$ cat config.mk
export PLATFORM = sky130hd
export DESIGN_NAME = wb_irq_trigger
export DESIGN_NICKNAME = d
export VERILOG_FILES = /design/src/hw/wb_sim_pkg.sv /design/src/hw/wb_irq_trigger.sv
export VERILOG_INCLUDE_DIRS = /design/src /design/src/hw
export SDC_FILE = /design/constraint.sdc
export NUM_CORES = 1
export LEC_CHECK = 0
export CORE_AREA = 4 4 41 43
export CTS_CLUSTER_SIZE = 16
export DETAILED_ROUTE_END_ITERATION = 8
export DIE_AREA = 0 0 45 47
export DONT_BUFFER_PORTS = 1
export GPL_TIMING_DRIVEN = 0
export PLACE_DENSITY = 0.49
export SLEW_MARGIN = 20
export SYNTH_ARGS = -nofsm -noshare
export SYNTH_HDL_FRONTEND = slang
export SYNTH_SLANG_ARGS = --single-unit
$ cat constraint.sdc
create_clock -name clk_gen -period 1.64 [get_ports clk_gen]
set_input_delay 0.164 -clock clk_gen [delete_from_list [all_inputs] [get_ports clk_gen]]
set_output_delay 0.164 -clock clk_gen [all_outputs]
set_load 0.01 [all_outputs]
$ cat src/hw/wb_sim_cfg.svh
/*
 * Simulated Wishbone bus target, configuration macros.
 * Base addresses, window sizes and access latencies of the two RAM
 * windows, plus the trigger word and its interrupt bit positions.
 */
`ifndef WB_SIM_CFG_SVH
`define WB_SIM_CFG_SVH

// data memory window ------------
`define WB_DMEM_BASE    32'h8000_0000  // byte base address
`define WB_DMEM_BYTES   8192           // window size in bytes
`define WB_DMEM_LATENCY 8              // cycles from sampling to ack, min 1

// external IO window ------------
`define WB_XIO_BASE     32'hF000_0000  // start of the IO area
`define WB_XIO_BYTES    32             // kept below one i-cache block
`define WB_XIO_LATENCY  128            // slow device, min 1

// interrupt trigger -------------
`define WB_IRQ_ADDR     32'hFF00_0000  // single trigger word
`define WB_MSI_BIT      3              // write data bit -> machine software irq
`define WB_MEI_BIT      11             // write data bit -> machine external irq

`endif

$ cat src/hw/wb_sim_pkg.sv
/*
 * Simulated Wishbone bus target, shared types.
 * Plain vector typedefs for the classic bus fields that carry
 * a meaning of their own: byte address, data word, byte enables.
 */
`default_nettype none

package wb_sim_pkg;

    // bus field widths --------------
    localparam int WB_ADDR_W = 32;              // byte addressed
    localparam int WB_DATA_W = 32;              // one word per transfer
    localparam int WB_SEL_W  = WB_DATA_W / 8;   // one enable per byte lane

    // bus field types ---------------
    typedef logic [WB_ADDR_W-1:0] wb_addr_t;    // byte address
    typedef logic [WB_DATA_W-1:0] wb_data_t;    // read or write data word
    typedef logic [WB_SEL_W-1:0]  wb_sel_t;     // lane enables, bit 0 = bits 7:0

endpackage : wb_sim_pkg

`default_nettype wire

$ cat src/hw/wb_irq_trigger.sv
/*
 * Interrupt trigger word on the simulated Wishbone target.
 * A full-word write sets the machine software and external
 * interrupt lines from two bits of the write data.
 */
`timescale 1ns/1ps
`default_nettype none

`include "wb_sim_cfg.svh"

module wb_irq_trigger (
    input  logic                 clk_gen,
    input  logic                 rst_gen,     // async, active low
    input  logic                 cyc_i,
    input  logic                 stb_i,       // decoded strobe, trigger word only
    input  logic                 we_i,
    input  wb_sim_pkg::wb_sel_t  sel_i,
    input  wb_sim_pkg::wb_data_t dat_i,
    output wb_sim_pkg::wb_data_t dat_o,       // reads as zero
    output logic                 ack_o,       // full-word writes only
    output logic                 msw_irq_o,   // machine software interrupt
    output logic                 mext_irq_o   // machine external interrupt
);
    import wb_sim_pkg::*;

    localparam wb_sel_t SEL_WORD = '1;  // all four lanes

    logic wr_hit;  // full-word write on the bus now
    logic wr_q;    // write sampled, ack due next edge

    assign wr_hit = cyc_i & stb_i & we_i & (sel_i == SEL_WORD);
    assign dat_o  = '0;  // nothing to read back

    always_ff @(posedge clk_gen or negedge rst_gen) begin
        if (!rst_gen) begin
            wr_q       <= 1'b0;
            ack_o      <= 1'b0;
            msw_irq_o  <= 1'b0;
            mext_irq_o <= 1'b0;
        end else begin
            wr_q  <= wr_hit;           // reads and partial writes never get here
            ack_o <= wr_q & cyc_i;     // one cycle after sampling
            if (wr_q && cyc_i) begin   // latch on the ack edge, data still held
                msw_irq_o  <= dat_i[`WB_MSI_BIT];
                mext_irq_o <= dat_i[`WB_MEI_BIT];
            end
        end
    end

endmodule : wb_irq_trigger

`default_nettype wire

==> flow_summary.ini, run 1 <==
[run_status]
outcome = finished, final reports clean

[setup_path]
crit_chain = nand2_2 > mux2_4
cpPeakStageDelay_ps = 360
worstSetupPathType = register to register
cp-start-kind = register
r2r_slack_ps = 760
r2r_end = msw_irq_o$_DFFE_PN0P_
cp_data_required_time_ps = 1750
reg2regPathDepth = 2
worstReg2RegStart = wr_q$_DFF_PN0_
cp.arrival_ps = 1000
cp_slowest_cell = dfrtp_1
endpoint_kind = register
critical_path.max_fanout = 3

[drt]
drt_iter0_drc = 0
avgViaCountPerCell = 2.77
drc = 0
routed_wl_um = 657
via_count = 260
dr.pass1.iters = 1
wl_per_cell_um = 6.99
ant_nets = 0

[synth]
yosysMostFrequentCell = buf_4
yosysWarnings = 0
synth_area_um2 = 399
synthTopCellsByCount = buf_4, dfrtp_1, mux2_4
synth.top_cell.area_share = 0.602
ys_seq_area_frac = 0.251
yosysTopAreaCell = buf_4
yosys.area_share.simple = 0.0533
async_flop_share = 1.00
synth_cell_types = 9
ys.flop_type = dfrtp_1
synth_top_family_by_area = buffers and inverters
synth_compound_area_frac = 0
synth_xor_area_frac = 0
synthTopCellsByArea = buf_4, dfrtp_1, mux2_4, nand2_2, nand4_1
synth-edff-count = 0
synth.avg_cell_area_um2 = 9.07
synthMuxAreaShare = 0.0752
synthCells = 44
synth-seq-cells = 4
synthAdderAreaFrac = 0

[global_routing]
grt_pass1_wl_um = 848
grt_pass1_vias = 220
antenna_found_initial = 0
grt_max_degree = 5
grt_usage = 0.0625
overflow = 0

[timing]
period_share = 0.538
setup_viol = 0
period_minus_slack_ps = 883
rsz0062_at_grt = false
setup_ws_ps = 757
finalHoldViolations = 0
fmax_mhz = 1130
finalClockSkew_ps = 0.587
fin_setup_tns_ps = 0
whs_ps = 53.4
drv_slew = 0

[cts]
ctsResizeCount = 0
cts_made_buffers = 3
clock_path_buffers = 2
cts_tree = built
cts.sinks = 4
post_cts_buffers = 0
h-tree-depth = 1
insertion_delay_ps = 230
clkSlewWorstSetupHoldPaths_ps = 40
ctsRootBufferMaster = clkbuf_4

[finish]
fin_nets = 122
final_area_um2 = 567
drive_above_1_share = 0.481
syn_to_final_growth_pct = 42.0
diodes = 0
final_util = 0.436
final_cells = 94

[die]
die_y_um = 47
design.core.area_um2 = 1300
die_area_um2 = 2120
num_rows = 13
dieWidth_um = 45
io_pins = 76
start_util = 0.307

[min_path]
whs_endpoint = wr_q$_DFF_PN0_
hp-start = stb_i
min_path_type = input port to register
holdPathStages = 2

[pwr]
power_density_nw_per_um2 = 585
peakVddDrop_mv = 0.382
total_power_mw = 0.332
leakage_nw = 0.384

[placement]
place_ws_ps = 756
gp_congestion = 0.619
io_buffers = 0
dp_cells = 90
placed_area_um2 = 534

[job]
maxCapViolCount = 0
flip-flops by register name, indices dropped and copies added (netlist names):
signal / count
msw_irq_o: 1
ack_o: 1
mext_irq_o: 1
wr_q: 1
what timing repair did:
| action | CTS | global route |
|---|---|---|
| hold buffers | 1 | 0 |
| endpoints found under the hold margin | 4 | 0 |
| endpoints found under the setup margin | 0 | 0 |
cell families after synthesis:
logic type	count (synthesis)
buffers and inverters	33
and+or+nand+nor	4
muxes	2
other	1
DFF	4
cell type report:
class                   instances  area, µm²
plain buffers                  32        240
clock buffers                   3       22.5
fillers                       151        734
inverters                       1       3.75
multi-input cells              38        171
flip-flops and latches          4        100
well taps                      15       18.8
repair buffers                  1       10.0
per-layer routing:
layer	wire length, µm	global-route usage	up-vias	share of wire
li1	-	-	141	-
met1	215	0.0595	92	0.33
met2	306	0.0819	27	0.47
met3	135	0.0805	0	0.21
met4	0	0.0175	0	0
met5	0	0	-	0
cells in the final DEF, fill, tap and decap left out, drive strengths merged:
cell type and instances:
dlygate4sd3 1, conb 32, inv 1, mux2 2, clkbuf 3, nand3 1, nor2 1, nand4 1
dfrtp 4, buf 32, nand2 1
worst max path at each step:
stage                               from                     end  slack (ps)  cells past startpoint
after floorplan           wr_q$_DFF_PN0_  mext_irq_o$_DFFE_PN0P_         780                      2
after global placement    wr_q$_DFF_PN0_   msw_irq_o$_DFFE_PN0P_         760                      2
after detailed placement  wr_q$_DFF_PN0_   msw_irq_o$_DFFE_PN0P_         760                      2
after CTS                 wr_q$_DFF_PN0_   msw_irq_o$_DFFE_PN0P_         750                      2
after global routing      wr_q$_DFF_PN0_   msw_irq_o$_DFFE_PN0P_         710                      2
final                     wr_q$_DFF_PN0_   msw_irq_o$_DFFE_PN0P_         760                      2
worst max-delay path: cells and delay by family (launching register included):
family           cells  cell delay [ps]
DFF                  1              360
muxes                1              300
and+or+nand+nor      1              100
power breakdown:
part | internal [mW] | switching (mW)
Combinational | 0.0566 | 0.0466
Sequential | 0.103 | 0.00451
Clock | 0.0817 | 0.0385
Total | 0.242 | 0.0897
Note: power is estimated with default switching activity, not from simulation.
==> run 2: changes to the inputs <==
==> constraint.sdc (replaced) <==
create_clock -name clk_gen -period 0.9 [get_ports clk_gen]
set_input_delay 0.09 -clock clk_gen [delete_from_list [all_inputs] [get_ports clk_gen]]
set_output_delay 0.09 -clock clk_gen [all_outputs]
set_load 0.01 [all_outputs]
==> flow_summary.ini, run 2 (same netlist as run 1, synthesis figures left out) <==
[drt]
drt_iter0_drc = 0
dr.pass1.iters = 1
routed_wl_um = 790
via_count = 291
ant_nets = 0
wl_per_cell_um = 7.90
avgViaCountPerCell = 2.91
drc = 0

[die]
design.core.area_um2 = 1300
num_rows = 13
die_area_um2 = 2120
io_pins = 76
die_y_um = 47
start_util = 0.307
dieWidth_um = 45

[pwr]
clockPowerShare = 0.352
power_density_nw_per_um2 = 999
leakage_nw = 0.410
netSwitchingFraction = 0.271
total_power_mw = 0.624
peakVddDrop_mv = 0.738
power_switching_mw = 0.169
p_int_mw = 0.455
combPwrFrac = 0.332
seqPwrFrac = 0.316

[cts]
cts_tree = built
ctsResizeCount = 0
h-tree-depth = 1
clock_path_buffers = 2
ctsRootBufferMaster = clkbuf_4
clkSlewWorstSetupHoldPaths_ps = 40
insertion_delay_ps = 230
cts.sinks = 4
cts_made_buffers = 3

[global_routing]
grt_pass1_vias = 251
grt_max_degree = 5
overflow = 0
grt_usage = 0.0705
antenna_found_initial = 0
grt_pass1_wl_um = 952

[run_status]
outcome = finished, final reports clean

[setup_path]
worstSetupPathType = register to register
cp-start-kind = register
cp_data_required_time_ps = 1010
critical_path.max_fanout = 3
endpoint_kind = register
cp.arrival_ps = 990

[timing]
drv_slew = 0
rsz0062_at_grt = true
setup_viol = 0
period_minus_slack_ps = 877
fmax_mhz = 1140
setup_ws_ps = 23.0
finalClockSkew_ps = 0.433
period_share = 0.974
whs_ps = 8.91
finalHoldViolations = 0

[finish]
final_area_um2 = 624
layout_commonest_cell = buf_4
drive_above_1_share = 0.459
final_cell_mix = buf_4, conb_1, dlygate4sd3_1
final_cells = 100
fin_nets = 128
diodes = 0
syn_to_final_growth_pct = 56.4

[job]
maxCapViolCount = 0

[placement]
gp_congestion = 0.619
place_ws_ps = 16.3
dp_cells = 90
placed_area_um2 = 534
io_buffers = 0

[min_path]
min_path_type = input port to register
run 2: cell types whose count changed in the layout (fill, tap and decap cells not counted):
cell / before / now
dlygate4sd3_1: 1 / 6
buf_4: 32 / 33
run 2: layout make-up:
type	count	area [µm²]
plain buffers	32	240
clock buffers	3	22.5
fillers	144	677
inverters	1	3.75
multi-input cells	38	171
flip-flops and latches	4	100
well taps	15	18.8
repair buffers	7	67.6
run 2: path summary, 6_finish.rpt:
kind,from,end,slack [ps],cells after the start
max in group asynchronous,rst_gen,wr_q$_DFF_PN0_,590,1
worst min-delay path,dat_i[3],msw_irq_o$_DFFE_PN0P_,9,1
worst max register to register,wr_q$_DFF_PN0_,msw_irq_o$_DFFE_PN0P_,20,2
min in group asynchronous,rst_gen,msw_irq_o$_DFFE_PN0P_,140,1
worst min register to register,mext_irq_o$_DFFE_PN0P_,mext_irq_o$_DFFE_PN0P_,570,1
worst max-delay path,wr_q$_DFF_PN0_,msw_irq_o$_DFFE_PN0P_,20,2
run 2: routing by layer:
layer  global-route usage  share of wire  vias to the layer above
met5                    0              0                        -
met4               0.0175              0                        0
met3               0.0728           0.19                        0
met2                0.110           0.53                       29
met1               0.0641           0.28                      109
li1                     -              -                      153
run 2: stage by stage:
step                TNS [ps]  utilization
global route           -28.2        0.480
detailed placement         0        0.411
floorplan                  0            -
CTS                        0        0.466
finish                     0        0.480
global placement           0        0.411
run 2: critical path, cell delays in order, from the launching register on:
cell     delay (ps)
dfrtp_1         360
nand2_2         100
mux2_4          300
run 2: power by group through the flow:
| stage | logic, mW | registers, mW | clock network (mW) |
|---|---|---|---|
| after floorplan | 0.174 | 0.198 | 0 |
| after global placement | 0.175 | 0.199 | 0 |
| after detailed placement | 0.175 | 0.199 | 0 |
| after CTS | 0.196 | 0.197 | 0.238 |
| after global routing | 0.230 | 0.197 | 0.250 |
| final | 0.207 | 0.197 | 0.220 |
run 2: timing repair:
| item | in CTS | in global routing |
|---|---|---|
| endpoints found under the setup margin | 0 | 2 |
| setup buffers | 0 | 1 |
| endpoints found under the hold margin | 7 | 1 |
| hold buffers | 5 | 1 |
==> run 3: changes to the inputs <==
--- a/config.mk
+++ b/config.mk
@@ -13,6 +13,7 @@
 export DONT_BUFFER_PORTS = 1
 export GPL_TIMING_DRIVEN = 0
 export PLACE_DENSITY = 0.49
+export SETUP_SLACK_MARGIN = 0.1
 export SLEW_MARGIN = 20
 export SYNTH_ARGS = -nofsm -noshare
 export SYNTH_HDL_FRONTEND = slang
==> flow_summary.ini, run 3 (same netlist as run 1, synthesis figures left out) <==
[setup_path]
path_buf_inv = 0
critical_path_depth = 2
r2r_slack_ps = 10
cpPeakStageDelay_ps = 370
crit_family = flip-flops
reg2regPathDepth = 2
crit_chain = nand2_2 > mux2_4
cp.arrival_ps = 1010
cp_data_required_time_ps = 1020
endpoint_kind = register
cp_slowest_cell = dfrtp_1
worstSetupPathType = register to register
critical_path.max_fanout = 3
cp-start-kind = register

[timing]
finalClockSkew_ps = 2.93
whs_ps = 108
finalHoldViolations = 0
rsz0062_at_grt = true
fmax_mhz = 1130
period_share = 0.986
setup_viol = 0
fin_setup_tns_ps = 0
drv_slew = 0
period_minus_slack_ps = 887

[cts]
clkSlewWorstSetupHoldPaths_ps = 40
cts_tree = built
cts.sinks = 4
clock_path_buffers = 2
ctsResizeCount = 0
ctsRootBufferMaster = clkbuf_4
h-tree-depth = 1
cts_made_buffers = 3
insertion_delay_ps = 240

[drt]
avgViaCountPerCell = 2.94
routed_wl_um = 896
drt_iter0_drc = 1
dr.pass1.iters = 4
drc = 0
via_count = 306
ant_nets = 0
wl_per_cell_um = 8.62

[global_routing]
grt_pass1_vias = 297
overflow = 0
grt_util_met3 = 0.0920
grt-busiest-layer = met2
use_met1 = 0.0757
use_met2 = 0.150
antenna_found_initial = 0
grt_pass1_wl_mm = 1.26
grt_usage = 0.0919
grt_max_degree = 5

[finish]
diodes = 0
fin_nets = 132
final_area_um2 = 664
layout_commonest_cell = buf_4
drive_above_1_share = 0.438
final.fill_count = 129
syn_to_final_growth_pct = 66.5
final_cell_mix = buf_4, conb_1, dlygate4sd3_1

[die]
die_area_um2 = 2120
io_pins = 76
start_util = 0.307
design.core.area_um2 = 1300
num_rows = 13
dieWidth_um = 45
die_y_um = 47

[pwr]
peakVddDrop_mv = 0.588
power_density_nw_per_um2 = 984
leakage_nw = 0.426

[min_path]
min_path_type = input port to register
holdPathStages = 3

[run_status]
outcome = finished, final reports clean

[job]
maxCapViolCount = 0

[placement]
gp_congestion = 0.641
placed_area_um2 = 534
io_buffers = 0
run 3: cell types whose count changed in the layout (fill, tap and decap cells not counted):
cell | before | now
dlygate4sd3_1 | 6 | 10
run 3: area by class of cell:
cell class	instances	area, µm²	share of cell area
Tap cell	15	18.8	0.0282
Multi-Input combinational cell	38	171	0.258
Inverter	1	3.75	0.00565
Timing Repair Buffer	11	108	0.162
Buffer	32	240	0.362
Clock buffer	3	22.5	0.0339
Sequential cell	4	100	0.151
run 3: final timing paths:
| check | start | endpoint |
|---|---|---|
| max | wr_q$_DFF_PN0_ | mext_irq_o$_DFFE_PN0P_ |
| min | cyc_i | ack_o$_DFF_PN0_ |
| max reg2reg | wr_q$_DFF_PN0_ | mext_irq_o$_DFFE_PN0P_ |
| min reg2reg | mext_irq_o$_DFFE_PN0P_ | mext_irq_o$_DFFE_PN0P_ |
| max in group asynchronous | rst_gen | mext_irq_o$_DFFE_PN0P_ |
| min in group asynchronous | rst_gen | msw_irq_o$_DFFE_PN0P_ |
run 3: through the flow:
step           utilization  setup WS (ps)  power [mW]  cells
2_1_floorplan            -           50.7       0.372     75
3_3_place_gp         0.411           25.2       0.374     90
3_5_place_dp         0.411           16.8       0.374     90
4_1_cts              0.511           10.5       0.652    104
5_1_grt              0.511          -15.3       0.710    104
6_report             0.511           13.0       0.654    104
run 3: power breakdown:
group / internal, mW / total [mW] / switching (mW)
registers: 0.188 / 0.197 / 0.00816
clock network: 0.150 / 0.234 / 0.0838
logic: 0.129 / 0.224 / 0.0944
total: 0.467 / 0.654 / 0.186
run 3: repair_timing:
action,4_1_cts,5_1_grt
endpoints found under the hold margin,7,0
setup buffers,1,0
endpoints found under the setup margin,2,2
hold buffers,10,0
run 3: tightest hold or removal path, stage by stage:
cell	delay (ps)
nand2_2	80
buf_4	110
inv_1	30
run 3: metal layers:
| metal | vias to the layer above | part of all wire |
|---|---|---|
| met3 | 0 | 0.19 |
| li1 | 161 | - |
| met1 | 111 | 0.32 |
| met4 | 0 | 0 |
| met5 | - | 0 |
| met2 | 34 | 0.49 |
