### src/hw/wb_sim_cfg.svh
/*
 * Simulated Wishbone bus target, configuration macros.
 * Base addresses, window sizes and access latencies of the two RAM
 * windows, plus the trigger word and its interrupt bit positions.
 */
`ifndef WB_SIM_CFG_SVH
`define WB_SIM_CFG_SVH

// data memory window ------------
`define WB_DMEM_BASE    32'h8000_0000  // byte base address
`define WB_DMEM_BYTES   8192           // window size in bytes
`define WB_DMEM_LATENCY 8              // cycles from sampling to ack, min 1

// external IO window ------------
`define WB_XIO_BASE     32'hF000_0000  // start of the IO area
`define WB_XIO_BYTES    32             // kept below one i-cache block
`define WB_XIO_LATENCY  128            // slow device, min 1

// interrupt trigger -------------
`define WB_IRQ_ADDR     32'hFF00_0000  // single trigger word
`define WB_MSI_BIT      3              // write data bit -> machine software irq
`define WB_MEI_BIT      11             // write data bit -> machine external irq

`endif

### src/hw/wb_sim_pkg.sv
/*
 * Simulated Wishbone bus target, shared types.
 * Plain vector typedefs for the classic bus fields that carry
 * a meaning of their own: byte address, data word, byte enables.
 */
`default_nettype none

package wb_sim_pkg;

    // bus field widths --------------
    localparam int WB_ADDR_W = 32;              // byte addressed
    localparam int WB_DATA_W = 32;              // one word per transfer
    localparam int WB_SEL_W  = WB_DATA_W / 8;   // one enable per byte lane

    // bus field types ---------------
    typedef logic [WB_ADDR_W-1:0] wb_addr_t;    // byte address
    typedef logic [WB_DATA_W-1:0] wb_data_t;    // read or write data word
    typedef logic [WB_SEL_W-1:0]  wb_sel_t;     // lane enables, bit 0 = bits 7:0

endpackage : wb_sim_pkg

`default_nettype wire

### src/hw/wb_addr_decode.sv
/*
 * Wishbone address decoder for the simulated bus target.
 * Gates the master strobe to the one target whose range matches
 * and merges the read-back of all targets by OR.
 */
`timescale 1ns/1ps
`default_nettype none

`include "wb_sim_cfg.svh"

module wb_addr_decode (
    input  logic                 wb_stb_i,    // master strobe
    input  wb_sim_pkg::wb_addr_t wb_adr_i,    // master byte address
    output logic                 dmem_stb_o,  // strobe to data memory
    output logic                 xio_stb_o,   // strobe to IO window
    output logic                 irq_stb_o,   // strobe to trigger word
    input  wb_sim_pkg::wb_data_t dmem_dat_i,
    input  wb_sim_pkg::wb_data_t xio_dat_i,
    input  wb_sim_pkg::wb_data_t irq_dat_i,
    input  logic                 dmem_ack_i,
    input  logic                 xio_ack_i,
    input  logic                 irq_ack_i,
    output wb_sim_pkg::wb_data_t wb_dat_o,    // merged read data
    output logic                 wb_ack_o     // merged acknowledge
);
    import wb_sim_pkg::*;

    // window bounds -----------------
    localparam wb_addr_t DMEM_LO = `WB_DMEM_BASE;
    localparam wb_addr_t DMEM_HI = `WB_DMEM_BASE + `WB_DMEM_BYTES;  // first byte past window
    localparam wb_addr_t XIO_LO  = `WB_XIO_BASE;
    localparam wb_addr_t XIO_HI  = `WB_XIO_BASE + `WB_XIO_BYTES;
    localparam wb_addr_t IRQ_ADR = `WB_IRQ_ADDR;                   // one word only

    logic dmem_hit;  // address inside data memory
    logic xio_hit;   // address inside IO window
    logic irq_hit;   // exact match on trigger word

    assign dmem_hit = (wb_adr_i >= DMEM_LO) && (wb_adr_i < DMEM_HI);
    assign xio_hit  = (wb_adr_i >= XIO_LO)  && (wb_adr_i < XIO_HI);
    assign irq_hit  = (wb_adr_i == IRQ_ADR);

    // strobe select -----------------
    // an unmapped address raises no strobe, so nobody answers it
    assign dmem_stb_o = wb_stb_i & dmem_hit;
    assign xio_stb_o  = wb_stb_i & xio_hit;
    assign irq_stb_o  = wb_stb_i & irq_hit;

    // read-back merge ---------------
    // targets drive zero while idle, a plain OR replaces a mux
    assign wb_dat_o = dmem_dat_i | xio_dat_i | irq_dat_i;
    assign wb_ack_o = dmem_ack_i | xio_ack_i | irq_ack_i;

endmodule : wb_addr_decode

`default_nettype wire

### config.mk
export PLATFORM = sky130hd
export DESIGN_NAME = wb_addr_decode
export DESIGN_NICKNAME = d
export VERILOG_FILES = /design/src/hw/wb_sim_pkg.sv /design/src/hw/wb_addr_decode.sv
export VERILOG_INCLUDE_DIRS = /design/src /design/src/hw
export SDC_FILE = /design/constraint.sdc
export NUM_CORES = 1
export LEC_CHECK = 0
export BUFFER_PORTS_ARGS = -buffer_cell sky130_fd_sc_hd__buf_4
export CAP_MARGIN = 20
export CORE_AREA = 2 2 65 67
export DETAILED_ROUTE_END_ITERATION = 8
export DIE_AREA = 0 0 67 69
export GPL_TIMING_DRIVEN = 0
export PLACE_DENSITY_LB_ADDON = 0.05
export SLEW_MARGIN = 40
export SYNTH_ARGS = -nofsm -noshare
export SYNTH_HDL_FRONTEND = slang
export SYNTH_SLANG_ARGS = --single-unit
### constraint.sdc
create_clock -name vclk -period 1.43
set_input_delay 0.2145 -clock vclk [all_inputs]
set_output_delay 0.2145 -clock vclk [all_outputs]
set_load 0.02 [all_outputs]
==> flow_metrics.env, run 1 <==
export IMPL_end_kind="output port"
export IMPL_ant_nets=0
export IMPL_vias=1108
export IMPL_antennaDiodeCount=0
export IMPL_slew_headroom=0.836
export IMPL_mostFrequentLayoutCell="buf_4"
export IMPL_p_per_area_mw_per_mm2=236
export IMPL_route_detailed_wl_per_inst_um=11.2
export IMPL_chipHeight_um=69
export IMPL_min_period_ns=1.71
export IMPL_worst_pin_slew_ns=0.243
export IMPL_fp_dieW_um=67
export IMPL_syn_area_sq_um=314
export IMPL_crit_start="wb_adr_i[26]"
export IMPL_final_nets=356
export IMPL_synth_area_top_cells="or3_1, nor4_1, nor3_1"
export IMPL_crit_type="in -> out"
export IMPL_io_pins=168
export IMPL_place_gp_congestion=0.654
export IMPL_grt_usage=0.115
export IMPL_drt_iter0_markers=1
export IMPL_synth_avg_cell_area_sq_um=6.28
export IMPL_hold_viol=0
export IMPL_dr_pass1_iters=2
export IMPL_io_buffer_count=168
export IMPL_vias_per_cell=4.07
export IMPL_grt_pass1_vias=1199
export IMPL_required_ns=1.22
export IMPL_initial_utilization=0.0802
export IMPL_seq_area_frac_synth=0
export IMPL_critPathCapture="dmem_stb_o"
export IMPL_syn_to_final_growth_pct=453
export IMPL_start_kind="input pin"
export IMPL_max_clock_freq_ghz=0.583
export IMPL_die_area_sq_mm=0.00462
export IMPL_yosysTopAreaCell="or3_1"
export IMPL_setup_violations=3
export IMPL_crit_fanout=2
export IMPL_rsz0062_at_grt="yes"
export IMPL_dp_cells=268
export IMPL_final_cell_mix="buf_4, or3_1, buf_6, or4_4"
export IMPL_seq_cell_count=0
export IMPL_finalPower_mw=0.410
export IMPL_holdCritPathClass="in -> out"
export IMPL_cap_violations=0
export IMPL_ys_types=10
export IMPL_synthCells=50
export IMPL_core_area_sq_mm=0.00391
export IMPL_overflow=0
export IMPL_violations="negative setup slack"
export IMPL_drc=0
export IMPL_num_rows=23
export IMPL_peakVddDrop_mv=0.0982
export IMPL_drive_gt1_frac=0.806
export IMPL_post_dp_cell_area_sq_mm=0.00166
export IMPL_clkbuf_count=0
export IMPL_design_area_sq_mm=0.00174
export IMPL_status="finished with violations"
export IMPL_grt_max_degree=4
export IMPL_grt_pass1_wl_um=4410
export IMPL_yosysWarnings=0
export IMPL_wirelength_um=3060
export IMPL_synth_top_cell_area_share=0.677
export IMPL_tns_ns=-0.617
export IMPL_post_route_period_util=1.20
export IMPL_dp_hpwl_um=2890
export IMPL_arrival_ns=1.50
export IMPL_whs_ns=0.709
export IMPL_regArea_sq_um=0
export IMPL_syn_nets=182
export IMPL_stdcell_count=272
export IMPL_worst_slack_ns=-0.285
export IMPL_power_leakage_nw=0.915
export IMPL_antenna_found_initial=0
export IMPL_slew_viol_final=0
==> cells in the mapped netlist <==
cell	count
nand4_1	2
or4_1	2
and3_1	1
nor4_1	3
nor3_1	3
or3_1	34
nor4bb_1	1
nand3_1	1
or4_4	1
nor2_1	2
==> metal layers <==
layer  share of wire  global-route usage
met3            0.13              0.0179
met5               0                   0
met4               0                   0
met1            0.22              0.0720
met2            0.65               0.294
==> what timing repair did <==
item	CTS	global route
setup endpoints to repair	3	3
buffers inserted	4	1
hold buffers	0	0
gates resized for setup	12	0
pin swaps	2	2
==> critical path: stages <==
cell and delay (ns):
buf_6 0.09, or4_4 0.53, or4_4 0.44, nor2_4 0.10, buf_6 0.12
==> report_power, final <==
group | internal (mW) | switching (mW) | leakage (nW) | total, mW
Combinational | 0.294 | 0.116 | 0.915 | 0.410
Sequential | 0 | 0 | 0 | 0
Clock | 0 | 0 | 0 | 0
==> layout make-up <==
class	instances	area (sq um)
fillers	423	2180
repair buffers	172	1320
multi-input cells	50	358
well taps	50	62.6
==> metrics by stage <==
step,util,worst slack [ns]
after floorplan,-,-0.122
after global placement,0.424,-0.346
after detailed placement,0.424,-0.357
after CTS,0.445,-0.318
after global routing,0.444,-0.322
final,0.444,-0.285
==> how the worst min path moves through the flow <==
stage / startpoint / end / slack (ns) / depth (start not counted)
2_1_floorplan: wb_adr_i[29] / dmem_stb_o / 0.58 / 2
3_3_place_gp: irq_dat_i[11] / wb_dat_o[11] / 0.71 / 3
3_5_place_dp: irq_dat_i[16] / wb_dat_o[16] / 0.71 / 3
4_1_cts: irq_dat_i[17] / wb_dat_o[17] / 0.71 / 3
5_1_grt: irq_dat_i[18] / wb_dat_o[18] / 0.72 / 3
6_report: irq_dat_i[16] / wb_dat_o[16] / 0.71 / 3
==> cells by family after synthesis <==
logic type and share of synthesized area:
AND/OR/NAND/NOR 1.00
Power figures use the tool's default switching activity.
==> inputs of run 2 (changes only) <==
--- a/config.mk
+++ b/config.mk
@@ -13,6 +13,7 @@
 export DIE_AREA = 0 0 67 69
 export GPL_TIMING_DRIVEN = 0
 export PLACE_DENSITY_LB_ADDON = 0.05
+export REMOVE_ABC_BUFFERS = 1
 export SLEW_MARGIN = 40
 export SYNTH_ARGS = -nofsm -noshare
 export SYNTH_HDL_FRONTEND = slang
==> run 2 against run 1 <==
Against the previous run: the run still ends with negative setup slack left; sequential share of layout area stayed put; worst setup slack better by 0.0097 ns; flip-flop and latch count stayed put; worst hold slack worse by 0.0010 ns; core utilization is 2.3 points lower; die area stayed put; maximum frequency is 0.57% higher; combinational power is 2% lower; power is 1.8% lower; via count is 2.2% lower; largest cell class unchanged.
==> flow_metrics.env, run 2 (synthesis results as in run 1) <==
export IMPL_io_pins=168
export IMPL_antennaDiodeCount=0
export IMPL_slew_headroom=0.830
export IMPL_place_gp_congestion=0.669
export IMPL_whs_ns=0.708
export IMPL_max_clock_freq_ghz=0.586
export IMPL_peakVddDrop_mv=0.0848
export IMPL_grt_most_used_layer="met2"
export IMPL_grt_use_met2=0.250
export IMPL_num_rows=23
export IMPL_crit_type="in -> out"
export IMPL_worst_slack_ns=-0.275
export IMPL_post_cts_buffers=0
export IMPL_drive_gt1_frac=0.775
export IMPL_final_cell_mix="buf_4, or3_1, nor4_1, nor3_1, buf_6"
export IMPL_gr_usage_met1=0.0866
export IMPL_hold_depth=3
export IMPL_wirelength_um=2940
export IMPL_vias_per_cell=4.04
export IMPL_final_nets=352
export IMPL_regArea_sq_um=0
export IMPL_stdcell_count=268
export IMPL_grt_usage=0.108
export IMPL_hold_end="wb_dat_o[13]"
export IMPL_violations="negative setup slack"
export IMPL_status="finished with violations"
export IMPL_vias=1084
export IMPL_dp_cells=268
export IMPL_initial_utilization=0.0802
export IMPL_worstHoldStart="irq_dat_i[13]"
export IMPL_chipHeight_um=69
export IMPL_p_per_area_mw_per_mm2=244
export IMPL_arrival_ns=1.49
export IMPL_tns_ns=-0.414
export IMPL_clkbuf_count=0
export IMPL_post_dp_cell_area_sq_mm=0.00164
export IMPL_rsz0062_at_grt="yes"
export IMPL_dr_pass1_iters=2
export IMPL_required_ns=1.22
export IMPL_start_kind="input pin"
export IMPL_mostFrequentLayoutCell="buf_4"
export IMPL_gr_usage_met3=0.0196
export IMPL_ant_nets=0
export IMPL_hold_viol=0
export IMPL_cap_violations=0
export IMPL_drc=0
export IMPL_worst_pin_slew_ns=0.252
export IMPL_holdCritPathClass="in -> out"
export IMPL_power_leakage_nw=0.858
export IMPL_seq_cell_count=0
export IMPL_grt_pass1_vias=990
export IMPL_route_detailed_wl_per_inst_um=11.0
export IMPL_slew_viol_final=0
export IMPL_setup_violations=2
export IMPL_end_kind="output port"
export IMPL_overflow=0
export IMPL_post_route_period_util=1.19
export IMPL_antenna_found_initial=0
export IMPL_min_period_ns=1.71
export IMPL_core_area_sq_mm=0.00391
export IMPL_crit_fanout=2
export IMPL_design_area_sq_mm=0.00165
export IMPL_io_buffer_count=168
export IMPL_grt_max_degree=4
export IMPL_die_area_sq_mm=0.00462
export IMPL_cts_hold_buf=0
export IMPL_drt_iter0_markers=6
export IMPL_syn_to_final_growth_pct=425
export IMPL_pre_cts_slack_ns=-0.298
export IMPL_grt_pass1_wl_um=4140
export IMPL_fp_dieW_um=67
-- run 2: cell types whose count changed in the layout (fill, tap and decap cells not counted) --
cell    change
buf_6       -4
nor2_4      -1
nor4_2      -1
nor3_1      +2
or4_1       +2
nor3_4      -2
nor4_1      +1
nor2_1      +1
or4_4       -2
-- run 2: through the flow --
| step | utilization | power, mW |
|---|---|---|
| final | 0.421 | 0.403 |
| after global routing | 0.421 | 0.431 |
| after CTS | 0.421 | 0.407 |
| after detailed placement | 0.418 | 0.404 |
| after global placement | 0.418 | 0.395 |
| after floorplan | - | 0.0829 |
-- run 2: worst max path at each step --
stage                       startpoint    endpoint  cells after the start
final                     wb_adr_i[26]  dmem_stb_o                      5
after global routing      wb_adr_i[26]  dmem_stb_o                      5
after CTS                 wb_adr_i[26]  dmem_stb_o                      5
after detailed placement  wb_adr_i[26]  dmem_stb_o                      5
after global placement    wb_adr_i[26]  dmem_stb_o                      5
after floorplan           wb_adr_i[26]  dmem_stb_o                      3
-- run 2: layer usage --
layer / share of wire / up-vias / wire length, um
met2: 0.61 / 86 / 1790
met4: 0 / 0 / 0
met5: 0 / - / 0
li1: - / 544 / -
met3: 0.16 / 0 / 462
met1: 0.24 / 454 / 694
-- run 2: timing repair --
action,4_1_cts,5_1_grt
setup endpoints to repair,2,3
resized for setup,3,0
hold endpoints to repair,0,0
-- run 2: final cells by class --
cell class                 count  area, sq um
tap                           50         62.6
timing repair buffer         168         1270
multi-input combinational     50          314
fill                         428         2260
-- run 2: where the power goes --
group | total, mW | leakage (nW) | internal, mW | switching, mW
Combinational | 0.403 | 0.858 | 0.291 | 0.111
Sequential | 0 | 0 | 0 | 0
Clock | 0 | 0 | 0 | 0
-- run 2: worst max-delay path, stage by stage --
cell    delay, ns
buf_6        0.09
or4_4        0.52
or4_1        0.41
nor2_1       0.11
buf_4        0.15
==> inputs of run 3 (changes only) <==
--- a/config.mk
+++ b/config.mk
@@ -6,13 +6,14 @@
 export SDC_FILE = /design/constraint.sdc
 export NUM_CORES = 1
 export LEC_CHECK = 0
+export ABC_AREA = 1
 export BUFFER_PORTS_ARGS = -buffer_cell sky130_fd_sc_hd__buf_4
 export CAP_MARGIN = 20
 export CORE_AREA = 2 2 65 67
 export DETAILED_ROUTE_END_ITERATION = 8
 export DIE_AREA = 0 0 67 69
 export GPL_TIMING_DRIVEN = 0
-export PLACE_DENSITY_LB_ADDON = 0.05
+export PLACE_DENSITY = 0.61
 export REMOVE_ABC_BUFFERS = 1
 export SLEW_MARGIN = 40
 export SYNTH_ARGS = -nofsm -noshare
==> constraint.sdc (replaced) <==
create_clock -name vclk -period 1.43
set_input_delay 0.2145 -clock vclk [all_inputs]
set_output_delay 0.2145 -clock vclk [all_outputs]
set_load 0.005 [all_outputs]
==> run 3 against run 2 <==
Against the previous run: the run now ends clean; core utilization rose by 1.6 points; die area unchanged; routed wire length fell by 3.1%; critical path depth increased by 2; clock-buffer cell count unchanged.
==> flow_metrics.env, run 3 <==
export IMPL_grt_pass1_wl_um=4220
export IMPL_power_leakage_nw=0.901
export IMPL_die_area_sq_mm=0.00462
export IMPL_start_kind="input pin"
export IMPL_post_cts_buffers=0
export IMPL_worst_pin_slew_ns=0.160
export IMPL_status="complete, no violations"
export IMPL_worst_slack_ns=0.269
export IMPL_rsz0062_at_grt="no"
export IMPL_post_route_period_util=0.812
export IMPL_cap_violations=0
export IMPL_syn_to_final_growth_pct=341
export IMPL_core_area_sq_mm=0.00391
export IMPL_crit_type="in -> out"
export IMPL_min_period_ns=1.16
export IMPL_tns_ns=0
export IMPL_grt_max_degree=3
export IMPL_drc=0
export IMPL_drt_iter0_markers=3
export IMPL_holdCritPathClass="in -> out"
export IMPL_slew_viol_final=0
export IMPL_yosysMostFrequentCell="or3_1"
export IMPL_crit_start="wb_adr_i[21]"
export IMPL_pre_cts_slack_ns=0.228
export IMPL_seq_area_frac_synth=0
export IMPL_place_gp_congestion=0.648
export IMPL_yosysWarnings=0
export IMPL_yosysTopAreaCell="or3_1"
export IMPL_vias=1168
export IMPL_wirelength_um=2850
export IMPL_io_pins=168
export IMPL_dp_hpwl_um=2740
export IMPL_crit_top_cell="nor2_1"
export IMPL_initial_utilization=0.0991
export IMPL_cp_slowest_cell="nor2_1"
export IMPL_io_buffer_count=168
export IMPL_ys_types=10
export IMPL_num_rows=23
export IMPL_seq_cell_count=0
export IMPL_cpPeakStageDelay_ns=0.16
export IMPL_synth_top_cell_area_share=0.532
export IMPL_route_detailed_wl_per_inst_um=9.67
export IMPL_grt_pass1_vias=1119
export IMPL_antennaDiodeCount=0
export IMPL_cts_hold_buf=0
export IMPL_syn_area_sq_um=388
export IMPL_fp_dieW_um=67
export IMPL_mostFrequentLayoutCell="buf_4"
export IMPL_chipHeight_um=69
export IMPL_crit_fanout=2
export IMPL_hold_viol=0
export IMPL_post_cts_resized=0
export IMPL_arrival_ns=0.95
export IMPL_slew_headroom=0.893
export IMPL_synth_avg_cell_area_sq_um=5.04
export IMPL_required_ns=1.22
export IMPL_vias_per_cell=3.96
export IMPL_drive_gt1_frac=0.690
export IMPL_ant_nets=0
export IMPL_path_cells="buf_4 > nor2_1 > nand2_1 > nor2_1 > nand2_1 > nor2_1 > buf_4"
export IMPL_worstHoldStart="irq_dat_i[8]"
export IMPL_synthCells=77
export IMPL_hold_depth=3
export IMPL_p_per_area_mw_per_mm2=214
export IMPL_antenna_found_initial=0
export IMPL_synth_commonest_cells="or3_1, nor2_1, nand2_1"
export IMPL_setup_violations=0
export IMPL_max_clock_freq_ghz=0.861
export IMPL_dr_pass1_iters=4
export IMPL_synth_area_top_cells="or3_1, nor2_1, nand2_1"
export IMPL_peakVddDrop_mv=0.0937
export IMPL_grt_usage=0.106
export IMPL_clkbuf_count=0
export IMPL_final_cell_mix="buf_4, or3_1, nor2_1, nand2_1, inv_1"
export IMPL_end_kind="output port"
export IMPL_overflow=0
export IMPL_final_nets=379
export IMPL_hold_end="wb_dat_o[8]"
export IMPL_regArea_sq_um=0
run 3: cell types whose count changed in the layout (fill, tap and decap cells not counted), moves of 2 or more:
cell,before,now
nor3_1,3,0
nand2_1,0,10
buf_6,3,0
nor4_1,3,0
nor2_1,2,23
inv_1,0,4
or4_1,2,0
buf_4,165,168
run 3: logic make-up after synthesis:
kind of cell  after synthesis  synth area share
buf+inv                     4            0.0387
simple gates               73             0.961
run 3: critical path, delay by kind of cell:
kind	cells	cell delay, ns
and+or+nand+nor	5	0.52
buffers and inverters	2	0.23
run 3: how the worst max path moves through the flow:
stage	to	slack (ns)	cells past startpoint
2_1_floorplan	dmem_stb_o	0.55	4
3_3_place_gp	xio_stb_o	0.22	7
3_5_place_dp	irq_stb_o	0.23	7
4_1_cts	irq_stb_o	0.22	7
5_1_grt	irq_stb_o	0.08	7
6_report	irq_stb_o	0.27	7
run 3: report_power, final:
part           total, mW  switching [mW]  internal [mW]
clock                  0               0              0
combinational      0.367          0.0766          0.290
sequential             0               0              0
total              0.367          0.0766          0.290
run 3: stage by stage:
step	utilization	hold slack (ns)	instances	area (sq um)	power (mW)
6_report	0.437	0.676	295	1710	0.367
5_1_grt	0.437	0.681	295	1710	0.402
4_1_cts	0.437	0.676	295	1710	0.373
3_5_place_dp	0.437	0.677	295	1710	0.372
3_3_place_gp	0.437	0.676	295	1710	0.365
2_1_floorplan	-	0.516	77	388	0.0500
run 3: final cells by class:
cell class                 count  area [sq um]
timing repair buffer         168          1260
inverter                       4          15.0
tap                           50          62.6
fill                         434          2200
multi-input combinational     73           373
run 3: layer usage:
metal / track usage / vias to the layer above / wire (um) / share of wire
li1: - / 601 / - / -
met1: 0.0984 / 477 / 809 / 0.28
met2: 0.232 / 90 / 1540 / 0.54
met3: 0.0212 / 0 / 501 / 0.18
met4: 0 / 0 / 0 / 0
met5: 0 / - / 0 / 0
